[config.mk]
export PLATFORM = sky130hd
export DESIGN_NAME = control_unit
export DESIGN_NICKNAME = d
export VERILOG_FILES = /design/src/hw/sparc_decode_pkg.sv /design/src/hw/mem_decoder.sv /design/src/hw/arith_decoder.sv /design/src/hw/instr_decoder.sv /design/src/hw/decode_stage.sv /design/src/hw/control_unit.sv
export SDC_FILE = /design/constraint.sdc
export NUM_CORES = 1
export LEC_CHECK = 0
export ABC_AREA = 1
export BUFFER_PORTS_ARGS = -buffer_cell sky130_fd_sc_hd__buf_2
export CAP_MARGIN = 20
export CORE_ASPECT_RATIO = 1.5
export CORE_MARGIN = 5
export CORE_UTILIZATION = 49
export CTS_CLUSTER_SIZE = 12
export DETAILED_ROUTE_END_ITERATION = 7
export GPL_TIMING_DRIVEN = 0
export HOLD_SLACK_MARGIN = 0.03
export PLACE_DENSITY = 0.84
export RECOVER_POWER = 100
export SLEW_MARGIN = 20
export SYNTH_ARGS = -nofsm -noshare
export SYNTH_HDL_FRONTEND = slang
export SYNTH_SLANG_ARGS = --single-unit
[constraint.sdc]
create_clock -name clk -period 1.5 [get_ports clk]
set_input_delay 0.075 -clock clk [delete_from_list [all_inputs] [get_ports clk]]
set_output_delay 0.075 -clock clk [all_outputs]
set_load 0.01 [all_outputs]
[src/hw/sparc_decode_pkg.sv]
`default_nettype none

package sparc_decode_pkg;

    typedef logic [31:0] instr_t;
    typedef logic [1:0]  fmt_t;
    typedef logic [5:0]  op3_t;
    typedef logic [2:0]  op2_t;
    typedef logic [3:0]  alu_op_t;
    typedef logic [1:0]  mem_size_t;
    typedef logic [3:0]  raw_bits_t;    // {i31, i30, i24, i13}

    // instruction format, bits 31:30
    localparam fmt_t fmt_branch = 2'b00;
    localparam fmt_t fmt_call   = 2'b01;
    localparam fmt_t fmt_arith  = 2'b10;
    localparam fmt_t fmt_mem    = 2'b11;

    // op2 under format 00
    localparam op2_t op2_sethi = 3'b100;
    localparam op2_t op2_bicc  = 3'b010;

    localparam mem_size_t size_byte = 2'd0;
    localparam mem_size_t size_half = 2'd1;
    localparam mem_size_t size_word = 2'd2;

    // loads and stores, format 11
    localparam op3_t op3_ld   = 6'b000000;
    localparam op3_t op3_ldub = 6'b000001;
    localparam op3_t op3_lduh = 6'b000010;
    localparam op3_t op3_ldsb = 6'b001001;
    localparam op3_t op3_ldsh = 6'b001010;
    localparam op3_t op3_st   = 6'b000100;
    localparam op3_t op3_stb  = 6'b000101;
    localparam op3_t op3_sth  = 6'b000110;

    // control transfer and window ops, format 10
    localparam op3_t op3_jmpl    = 6'b111000;
    localparam op3_t op3_save    = 6'b111100;
    localparam op3_t op3_restore = 6'b111101;

    // arithmetic, logic and shifts, format 10
    localparam op3_t op3_add    = 6'b000000;
    localparam op3_t op3_addcc  = 6'b010000;
    localparam op3_t op3_addx   = 6'b001000;
    localparam op3_t op3_addxcc = 6'b011000;
    localparam op3_t op3_sub    = 6'b000100;
    localparam op3_t op3_subcc  = 6'b010100;
    localparam op3_t op3_subx   = 6'b001100;
    localparam op3_t op3_and    = 6'b000001;
    localparam op3_t op3_andcc  = 6'b010001;
    localparam op3_t op3_andn   = 6'b000101;
    localparam op3_t op3_andncc = 6'b010101;
    localparam op3_t op3_or     = 6'b000010;
    localparam op3_t op3_orcc   = 6'b010010;
    localparam op3_t op3_orn    = 6'b000110;
    localparam op3_t op3_orncc  = 6'b010110;
    localparam op3_t op3_xor    = 6'b000011;
    localparam op3_t op3_xorcc  = 6'b010011;
    localparam op3_t op3_xnor   = 6'b000111;
    localparam op3_t op3_xnorcc = 6'b010111;
    localparam op3_t op3_sll    = 6'b100101;
    localparam op3_t op3_srl    = 6'b100110;
    localparam op3_t op3_sra    = 6'b100111;

    localparam alu_op_t alu_add    = 4'd0;
    localparam alu_op_t alu_addx   = 4'd1;
    localparam alu_op_t alu_sub    = 4'd2;
    localparam alu_op_t alu_subx   = 4'd3;
    localparam alu_op_t alu_and    = 4'd4;
    localparam alu_op_t alu_or     = 4'd5;
    localparam alu_op_t alu_xor    = 4'd6;
    localparam alu_op_t alu_xnor   = 4'd7;
    localparam alu_op_t alu_andn   = 4'd8;
    localparam alu_op_t alu_orn    = 4'd9;
    localparam alu_op_t alu_sll    = 4'd10;
    localparam alu_op_t alu_srl    = 4'd11;
    localparam alu_op_t alu_sra    = 4'd12;
    localparam alu_op_t alu_pass_b = 4'd14;    // sethi, operand b straight through

endpackage

`default_nettype wire

[src/hw/mem_decoder.sv]
`default_nettype none

module mem_decoder import sparc_decode_pkg::*; (
    input  op3_t      op3,
    output logic      load,
    output logic      mem_se,
    output logic      mem_rw,
    output mem_size_t mem_size,
    output logic      mem_enable
);

    always_comb begin
        // unlisted op3 leaves everything low
        load       = 1'b0;
        mem_se     = 1'b0;
        mem_rw     = 1'b0;
        mem_size   = size_byte;
        mem_enable = 1'b0;

        case (op3)
            op3_ldsb: begin
                load       = 1'b1;
                mem_se     = 1'b1;
                mem_size   = size_byte;
                mem_enable = 1'b1;
            end
            op3_ldsh: begin
                load       = 1'b1;
                mem_se     = 1'b1;
                mem_size   = size_half;
                mem_enable = 1'b1;
            end
            op3_ld: begin
                load       = 1'b1;
                mem_size   = size_word;
                mem_enable = 1'b1;
            end
            op3_ldub: begin
                load       = 1'b1;       // zero extended
                mem_size   = size_byte;
                mem_enable = 1'b1;
            end
            op3_lduh: begin
                load       = 1'b1;
                mem_size   = size_half;
                mem_enable = 1'b1;
            end
            // stores put the memory in write mode
            op3_stb: begin
                mem_rw     = 1'b1;
                mem_size   = size_byte;
                mem_enable = 1'b1;
            end
            op3_sth: begin
                mem_rw     = 1'b1;
                mem_size   = size_half;
                mem_enable = 1'b1;
            end
            op3_st: begin
                mem_rw     = 1'b1;
                mem_size   = size_word;
                mem_enable = 1'b1;
            end
            default: begin
                mem_enable = 1'b0;
            end
        endcase
    end

    // a read and a write on one access would fight over the data bus
    always_comb begin
        a_no_load_store: assert (!(load && mem_rw))
            else $error("mem_decoder: load and write both set for op3 %b", op3);
    end

endmodule

`default_nettype wire

[src/hw/arith_decoder.sv]
`default_nettype none

module arith_decoder import sparc_decode_pkg::*; (
    input  op3_t      op3,
    output logic      jmpl,
    output logic      rf_enable,
    output logic      mem_enable,
    output mem_size_t mem_size,
    output alu_op_t   alu_op,
    output logic      cc_enable
);

    always_comb begin
        jmpl       = 1'b0;
        rf_enable  = 1'b0;
        mem_enable = 1'b0;
        mem_size   = size_byte;
        alu_op     = alu_add;
        cc_enable  = 1'b0;

        case (op3)
            op3_jmpl: jmpl = 1'b1;

            // register window shift, word access
            op3_save, op3_restore: begin
                rf_enable  = 1'b1;
                mem_enable = 1'b1;
                mem_size   = size_word;
            end

            op3_add:    alu_op = alu_add;
            op3_addcc: begin
                alu_op    = alu_add;
                cc_enable = 1'b1;
            end
            op3_addx:   alu_op = alu_addx;    // add with carry
            op3_addxcc: begin
                alu_op    = alu_addx;
                cc_enable = 1'b1;
            end
            op3_sub:    alu_op = alu_sub;
            op3_subcc: begin
                alu_op    = alu_sub;
                cc_enable = 1'b1;
            end
            op3_subx:   alu_op = alu_subx;    // no cc variant decoded
            op3_and:    alu_op = alu_and;
            op3_andcc: begin
                alu_op    = alu_and;
                cc_enable = 1'b1;
            end
            op3_andn:   alu_op = alu_andn;
            op3_andncc: begin
                alu_op    = alu_andn;
                cc_enable = 1'b1;
            end
            op3_or:     alu_op = alu_or;
            op3_orcc: begin
                alu_op    = alu_or;
                cc_enable = 1'b1;
            end
            op3_orn:    alu_op = alu_orn;
            op3_orncc: begin
                alu_op    = alu_orn;
                cc_enable = 1'b1;
            end
            op3_xor:    alu_op = alu_xor;
            op3_xorcc: begin
                alu_op    = alu_xor;
                cc_enable = 1'b1;
            end
            op3_xnor:   alu_op = alu_xnor;
            op3_xnorcc: begin
                alu_op    = alu_xnor;
                cc_enable = 1'b1;
            end

            // shifts never touch the condition codes
            op3_sll: alu_op = alu_sll;
            op3_srl: alu_op = alu_srl;
            op3_sra: alu_op = alu_sra;

            default: alu_op = alu_add;
        endcase
    end

    always_comb begin
        if (cc_enable) begin
            a_cc_alu: assert (alu_op inside {alu_add, alu_addx, alu_sub, alu_and, alu_andn,
                                             alu_or, alu_orn, alu_xor, alu_xnor})
                else $error("arith_decoder: cc_enable with alu_op %0d", alu_op);
        end
    end

endmodule

`default_nettype wire

[src/hw/instr_decoder.sv]
`default_nettype none

module instr_decoder import sparc_decode_pkg::*; (
    input  instr_t    instr,
    output logic      jmpl,
    output logic      call,
    output logic      branch,
    output logic      load,
    output logic      rf_enable,
    output logic      mem_se,
    output logic      mem_rw,
    output logic      mem_enable,
    output mem_size_t mem_size,
    output alu_op_t   alu_op,
    output logic      cc_enable,
    output raw_bits_t raw_bits
);

    fmt_t      fmt;
    op2_t      op2;
    op3_t      op3;

    // op 11 side
    logic      md_load;
    logic      md_mem_se;
    logic      md_mem_rw;
    mem_size_t md_mem_size;
    logic      md_mem_enable;

    // op 10 side
    logic      ad_jmpl;
    logic      ad_rf_enable;
    logic      ad_mem_enable;
    mem_size_t ad_mem_size;
    alu_op_t   ad_alu_op;
    logic      ad_cc_enable;

    assign fmt      = instr[31:30];
    assign op2      = instr[24:22];
    assign op3      = instr[24:19];
    assign raw_bits = {instr[31], instr[30], instr[24], instr[13]};    // passes even for nop

    mem_decoder i_mem_decoder (
        .op3        (op3),
        .load       (md_load),
        .mem_se     (md_mem_se),
        .mem_rw     (md_mem_rw),
        .mem_size   (md_mem_size),
        .mem_enable (md_mem_enable)
    );

    arith_decoder i_arith_decoder (
        .op3        (op3),
        .jmpl       (ad_jmpl),
        .rf_enable  (ad_rf_enable),
        .mem_enable (ad_mem_enable),
        .mem_size   (ad_mem_size),
        .alu_op     (ad_alu_op),
        .cc_enable  (ad_cc_enable)
    );

    always_comb begin
        jmpl       = 1'b0;
        call       = 1'b0;
        branch     = 1'b0;
        load       = 1'b0;
        rf_enable  = 1'b0;
        mem_se     = 1'b0;
        mem_rw     = 1'b0;
        mem_enable = 1'b0;
        mem_size   = size_byte;
        alu_op     = alu_add;
        cc_enable  = 1'b0;

        if (instr != '0) begin    // all zero is a nop
            case (fmt)
                fmt_branch: begin
                    if (op2 == op2_sethi) alu_op = alu_pass_b;
                    else if (op2 == op2_bicc) branch = 1'b1;
                end
                fmt_call: begin
                    call      = 1'b1;
                    rf_enable = 1'b1;    // return address into o7
                end
                fmt_arith: begin
                    jmpl       = ad_jmpl;
                    rf_enable  = ad_rf_enable;
                    mem_enable = ad_mem_enable;
                    mem_size   = ad_mem_size;
                    alu_op     = ad_alu_op;
                    cc_enable  = ad_cc_enable;
                end
                fmt_mem: begin
                    load       = md_load;
                    mem_se     = md_mem_se;
                    mem_rw     = md_mem_rw;
                    mem_size   = md_mem_size;
                    mem_enable = md_mem_enable;
                    rf_enable  = md_mem_enable;    // only for a recognised opcode
                end
                default: ;
            endcase
        end
    end

endmodule

`default_nettype wire

[src/hw/decode_stage.sv]
`default_nettype none

module decode_stage import sparc_decode_pkg::*; (
    input  logic      clk,
    input  logic      clr,
    // decoded word, not yet registered
    input  logic      dec_jmpl,
    input  logic      dec_call,
    input  logic      dec_branch,
    input  logic      dec_load,
    input  logic      dec_rf_enable,
    input  logic      dec_mem_se,
    input  logic      dec_mem_rw,
    input  logic      dec_mem_enable,
    input  mem_size_t dec_mem_size,
    input  alu_op_t   dec_alu_op,
    input  logic      dec_cc_enable,
    input  raw_bits_t dec_raw_bits,
    input  logic      instr_valid,
    output logic      instr_ready,
    input  logic      bubble,
    input  logic      out_ready,
    output logic      out_valid,
    output logic      jmpl,
    output logic      call,
    output logic      branch,
    output logic      load,
    output logic      rf_enable,
    output logic      mem_se,
    output logic      mem_rw,
    output logic      mem_enable,
    output mem_size_t mem_size,
    output alu_op_t   alu_op,
    output logic      cc_enable,
    output raw_bits_t raw_bits
);

    logic      accept;
    logic      jmpl_q, call_q, branch_q, load_q, rf_enable_q;
    logic      mem_se_q, mem_rw_q, mem_enable_q, cc_enable_q;
    mem_size_t mem_size_q;
    alu_op_t   alu_op_q;
    raw_bits_t raw_bits_q;

    // single slot, refilled on the same edge it drains
    assign instr_ready = !out_valid || out_ready;
    assign accept      = instr_valid && instr_ready;

    always_ff @(posedge clk or negedge clr) begin
        if (!clr) begin
            out_valid <= 1'b0;
        end else if (accept) begin
            out_valid <= 1'b1;
        end else if (out_ready) begin
            out_valid <= 1'b0;
        end
    end

    always_ff @(posedge clk or negedge clr) begin
        if (!clr) begin
            {jmpl_q, call_q, branch_q, load_q, rf_enable_q} <= '0;
            {mem_se_q, mem_rw_q, mem_enable_q, cc_enable_q} <= '0;
            mem_size_q <= size_byte;
            alu_op_q   <= alu_add;
            raw_bits_q <= '0;
        end else if (accept) begin
            jmpl_q       <= dec_jmpl;
            call_q       <= dec_call;
            branch_q     <= dec_branch;
            load_q       <= dec_load;
            rf_enable_q  <= dec_rf_enable;
            mem_se_q     <= dec_mem_se;
            mem_rw_q     <= dec_mem_rw;
            mem_enable_q <= dec_mem_enable;
            mem_size_q   <= dec_mem_size;
            alu_op_q     <= dec_alu_op;
            cc_enable_q  <= dec_cc_enable;
            raw_bits_q   <= dec_raw_bits;
        end
    end

    // hazard bubble squashes the offered word, handshake untouched
    assign jmpl       = bubble ? 1'b0 : jmpl_q;
    assign call       = bubble ? 1'b0 : call_q;
    assign branch     = bubble ? 1'b0 : branch_q;
    assign load       = bubble ? 1'b0 : load_q;
    assign rf_enable  = bubble ? 1'b0 : rf_enable_q;
    assign mem_se     = bubble ? 1'b0 : mem_se_q;
    assign mem_rw     = bubble ? 1'b0 : mem_rw_q;
    assign mem_enable = bubble ? 1'b0 : mem_enable_q;
    assign mem_size   = bubble ? size_byte : mem_size_q;
    assign alu_op     = bubble ? alu_add : alu_op_q;
    assign cc_enable  = bubble ? 1'b0 : cc_enable_q;
    assign raw_bits   = bubble ? '0 : raw_bits_q;

    // a stalled word must still be there, unchanged, on the next edge
    a_hold_on_stall: assert property (@(posedge clk) disable iff (!clr)
        out_valid && !out_ready |=> out_valid && $stable({jmpl_q, call_q, branch_q, load_q,
            rf_enable_q, mem_se_q, mem_rw_q, mem_enable_q, mem_size_q, alu_op_q,
            cc_enable_q, raw_bits_q}))
        else $error("decode_stage: word changed under back-pressure");

endmodule

`default_nettype wire

[src/hw/control_unit.sv]
`default_nettype none

module control_unit import sparc_decode_pkg::*; (
    input  logic      clk,
    input  logic      clr,
    input  instr_t    instr,
    input  logic      instr_valid,
    output logic      instr_ready,
    input  logic      bubble,
    output logic      out_valid,
    input  logic      out_ready,
    output logic      jmpl,
    output logic      call,
    output logic      branch,
    output logic      load,
    output logic      rf_enable,
    output logic      mem_se,
    output logic      mem_rw,
    output logic      mem_enable,
    output mem_size_t mem_size,
    output alu_op_t   alu_op,
    output logic      cc_enable,
    output raw_bits_t raw_bits
);

    logic      dec_jmpl, dec_call, dec_branch, dec_load, dec_rf_enable;
    logic      dec_mem_se, dec_mem_rw, dec_mem_enable, dec_cc_enable;
    mem_size_t dec_mem_size;
    alu_op_t   dec_alu_op;
    raw_bits_t dec_raw_bits;

    instr_decoder i_instr_decoder (
        .instr      (instr),
        .jmpl       (dec_jmpl),
        .call       (dec_call),
        .branch     (dec_branch),
        .load       (dec_load),
        .rf_enable  (dec_rf_enable),
        .mem_se     (dec_mem_se),
        .mem_rw     (dec_mem_rw),
        .mem_enable (dec_mem_enable),
        .mem_size   (dec_mem_size),
        .alu_op     (dec_alu_op),
        .cc_enable  (dec_cc_enable),
        .raw_bits   (dec_raw_bits)
    );

    decode_stage i_decode_stage (
        .clk            (clk),
        .clr            (clr),
        .dec_jmpl       (dec_jmpl),
        .dec_call       (dec_call),
        .dec_branch     (dec_branch),
        .dec_load       (dec_load),
        .dec_rf_enable  (dec_rf_enable),
        .dec_mem_se     (dec_mem_se),
        .dec_mem_rw     (dec_mem_rw),
        .dec_mem_enable (dec_mem_enable),
        .dec_mem_size   (dec_mem_size),
        .dec_alu_op     (dec_alu_op),
        .dec_cc_enable  (dec_cc_enable),
        .dec_raw_bits   (dec_raw_bits),
        .instr_valid    (instr_valid),
        .instr_ready    (instr_ready),
        .bubble         (bubble),
        .out_ready      (out_ready),
        .out_valid      (out_valid),
        .jmpl           (jmpl),
        .call           (call),
        .branch         (branch),
        .load           (load),
        .rf_enable      (rf_enable),
        .mem_se         (mem_se),
        .mem_rw         (mem_rw),
        .mem_enable     (mem_enable),
        .mem_size       (mem_size),
        .alu_op         (alu_op),
        .cc_enable      (cc_enable),
        .raw_bits       (raw_bits)
    );

endmodule

`default_nettype wire

==> reports/results.tsv <==
stage	metric	value	unit
status	status	complete, no violations	
floorplan	die-area	3570	um^2
routing	final_antenna_net_count	0	
timing	hold_ws	0.0562	ns
setup_path	reg2reg_depth	5	
timing	post-route-period-util	83.1	%
cts	cts.sinks	20	
floorplan	die_x	50.5	um
finish	mostFrequentLayoutCells	nand2_1, inv_1, nor2_1, clkbuf_1, dfrtp_1	
routing	drt_iter0_drc	25	
global_route	grt_overflow	0	
timing	rsz0062_at_grt	no	
power_and_ir_drop	vdd_drop_max	0.424	mV
finish	reg.largest.list	i_decode_stage.alu_op_q x4, i_decode_stage.raw_bits_q x4, i_decode_stage.mem_size_q x2	
setup_path	cp.required	1.68	ns
place	dp_cells	235	
logic_synthesis	ys_types	21	
timing	post-route-min-period	1.25	ns
logic_synthesis	synth.area.top_cells	dfrtp_1, nand2_1, inv_1	
routing	vias	1187	
logic_synthesis	ys_seq_area_share	41.5	%
floorplan	io_pins	58	
finish	drive_above_1_share	11.1	%
timing	setup_slack	0.253	ns
routing	drt_pass1_iterations	4	
global_route	grt_max_degree	21	
cts	ctsResizeCount	0	
setup_path	crit_start	i_decode_stage.out_valid	
logic_synthesis	yosysWarnings	0	
global_route	grt_util_all_layers	17.0	%
setup_path	path_class	reg -> reg	
timing	fmax	802	MHz
setup_path	cp_max_fo	10	
finish	nets	255	
cts	cts-root-buf	clkbuf_4	
setup_path	rr_startpoint	i_decode_stage.out_valid	
setup_path	cp-endpoint	i_decode_stage.mem_enable_q	
timing	setup_violations	0	
global_route	antenna_found_initial	0	
floorplan	design.core.area	2390	um^2
timing	relSlewSlack	32.1	%
cts	path_clk_slew	0.11	ns
floorplan	rows	22	
logic_synthesis	syn_avg_cell_area	6.73	um^2
logic_synthesis	synth_top_area_cell	dfrtp_1	
logic_synthesis	syn_nets	216	
logic_synthesis	yosysTopAreaCellShare	41.5	%
finish	layout.cells.most_common	nand2_1	
routing	post_drt_wl_per_cell	11.6	um
logic_synthesis	syn_area	1200	um^2
place	dp_hpwl	2.26	mm
run	drv_cap	0	
setup_path	rrSetupSlack	0.25	ns
setup_path	cp-end-kind	flop	
power_and_ir_drop	leakage	0.738	nW
place	portBuffers	32	
global_route	grt_pass1_vias	1133	
finish	fin_util	59.2	%
finish	fin_cells	241	
finish	final_area	1420	um^2
setup_path	r2r_end	i_decode_stage.mem_enable_q	
finish	antenna_cells	0	
floorplan	chipHeight	70.7	um
place	gp_congestion	0.887	
power_and_ir_drop	p_per_area	792	nW/um^2
global_route	grt_pass1_wl	4.79	mm
setup_path	start_kind	flop	
finish	area_growth	17.7	%
routing	via_per_inst	4.93	
cts	cts_tree	built	
timing	final-max-slew-violation-count	0	
place	pre_cts_ws	0.282	ns
cts	cts_buffers	3	
routing	drc	0	
place	placed_area	1400	um^2
timing	finClkSkew	0.00146	ns
cts	cts_buffer_depth	2	
worst_hold_path	hp-class	in -> reg	
floorplan	initial_core_util	50.3	%
cts	htreeDepth	1	
timing	tightest_slew	1.02	ns
timing	setup_tns	0	ns
setup_path	cp.arrival	1.43	ns
cts	insertion_delay	0.30	ns
power_and_ir_drop	power.total	1.12	mW
logic_synthesis	synth-seq-cells	20	
timing	hold_viol_final	0	
routing	totalWireLength	2.81	mm
logic_synthesis	postSynthCellCount	179	
[worst max-delay path: stages (launching register included)]
cell,delay [ns]
dfrtp_1,0.39
nand2_1,0.11
nand2_2,0.14
inv_2,0.15
clkbuf_2,0.24
o21ai_0,0.10
[per-layer routing]
layer | part of all wire (%) | GRT usage, % | routed length (um) | vias to the layer above
met2 | 52 | 29.6 | 1450 | 21
li1 | - | - | - | 630
met1 | 42 | 19.1 | 1180 | 530
met4 | 3.2 | 10.2 | 89 | 0
met3 | 3.4 | 2.11 | 94 | 6
met5 | 0 | 0 | 0 | -
[how the worst min path moves through the flow]
stage,startpoint,to,slack (ns),cells after the start
floorplan,clr,i_decode_stage.alu_op_q[0],-0.22,0
global placement,clr,i_decode_stage.alu_op_q[0],0.03,1
detailed placement,clr,i_decode_stage.alu_op_q[0],0.04,1
CTS,out_ready,i_decode_stage.out_valid,0.06,4
global route,out_ready,i_decode_stage.out_valid,0.08,4
finish,out_ready,i_decode_stage.out_valid,0.06,4
[power by group]
| group | switching (mW) | internal [mW] | total [mW] |
|---|---|---|---|
| Combinational | 0.156 | 0.0707 | 0.227 |
| Sequential | 0.0116 | 0.572 | 0.584 |
| Clock | 0.164 | 0.148 | 0.312 |
| Total | 0.332 | 0.791 | 1.12 |
[logic make-up after synthesis]
| logic type | share of synthesized area, % |
|---|---|
| AND/OR/NAND/NOR | 34.8 |
| buffers and inverters | 13.8 |
| AO/OA/AOI/OAI | 9.87 |
| flip-flops | 41.5 |
[synth_stat cells]
cell type / instances
buf_6: 2
a21oi_1: 1
nand4_1: 4
o22ai_1: 3
clkbuf_1: 2
nor2_1: 32
nor2_2: 1
nand3_1: 15
o21ai_0: 14
o21bai_1: 1
nand2_1: 38
clkinv_1: 1
nor2_4: 2
o21ai_1: 2
nor3_1: 3
inv_2: 2
o211ai_1: 1
buf_2: 1
dfrtp_1: 20
nand2_2: 2
inv_1: 32
[repair_timing]
| action | in CTS | in global routing |
|---|---|---|
| setup buffers | 0 | 0 |
| hold buffers | 2 | 0 |
| hold endpoints to repair | 21 | 0 |
[final cells by class]
class / instances / area [um^2]
tap: 24 / 30.0
fill: 246 / 977
clock buffer: 4 / 36.3
multi-input combinational: 119 / 538
timing repair buffer: 34 / 153
buffer: 5 / 28.8
inverter: 35 / 131
sequential: 20 / 500
Power figures use the tool's default switching activity.
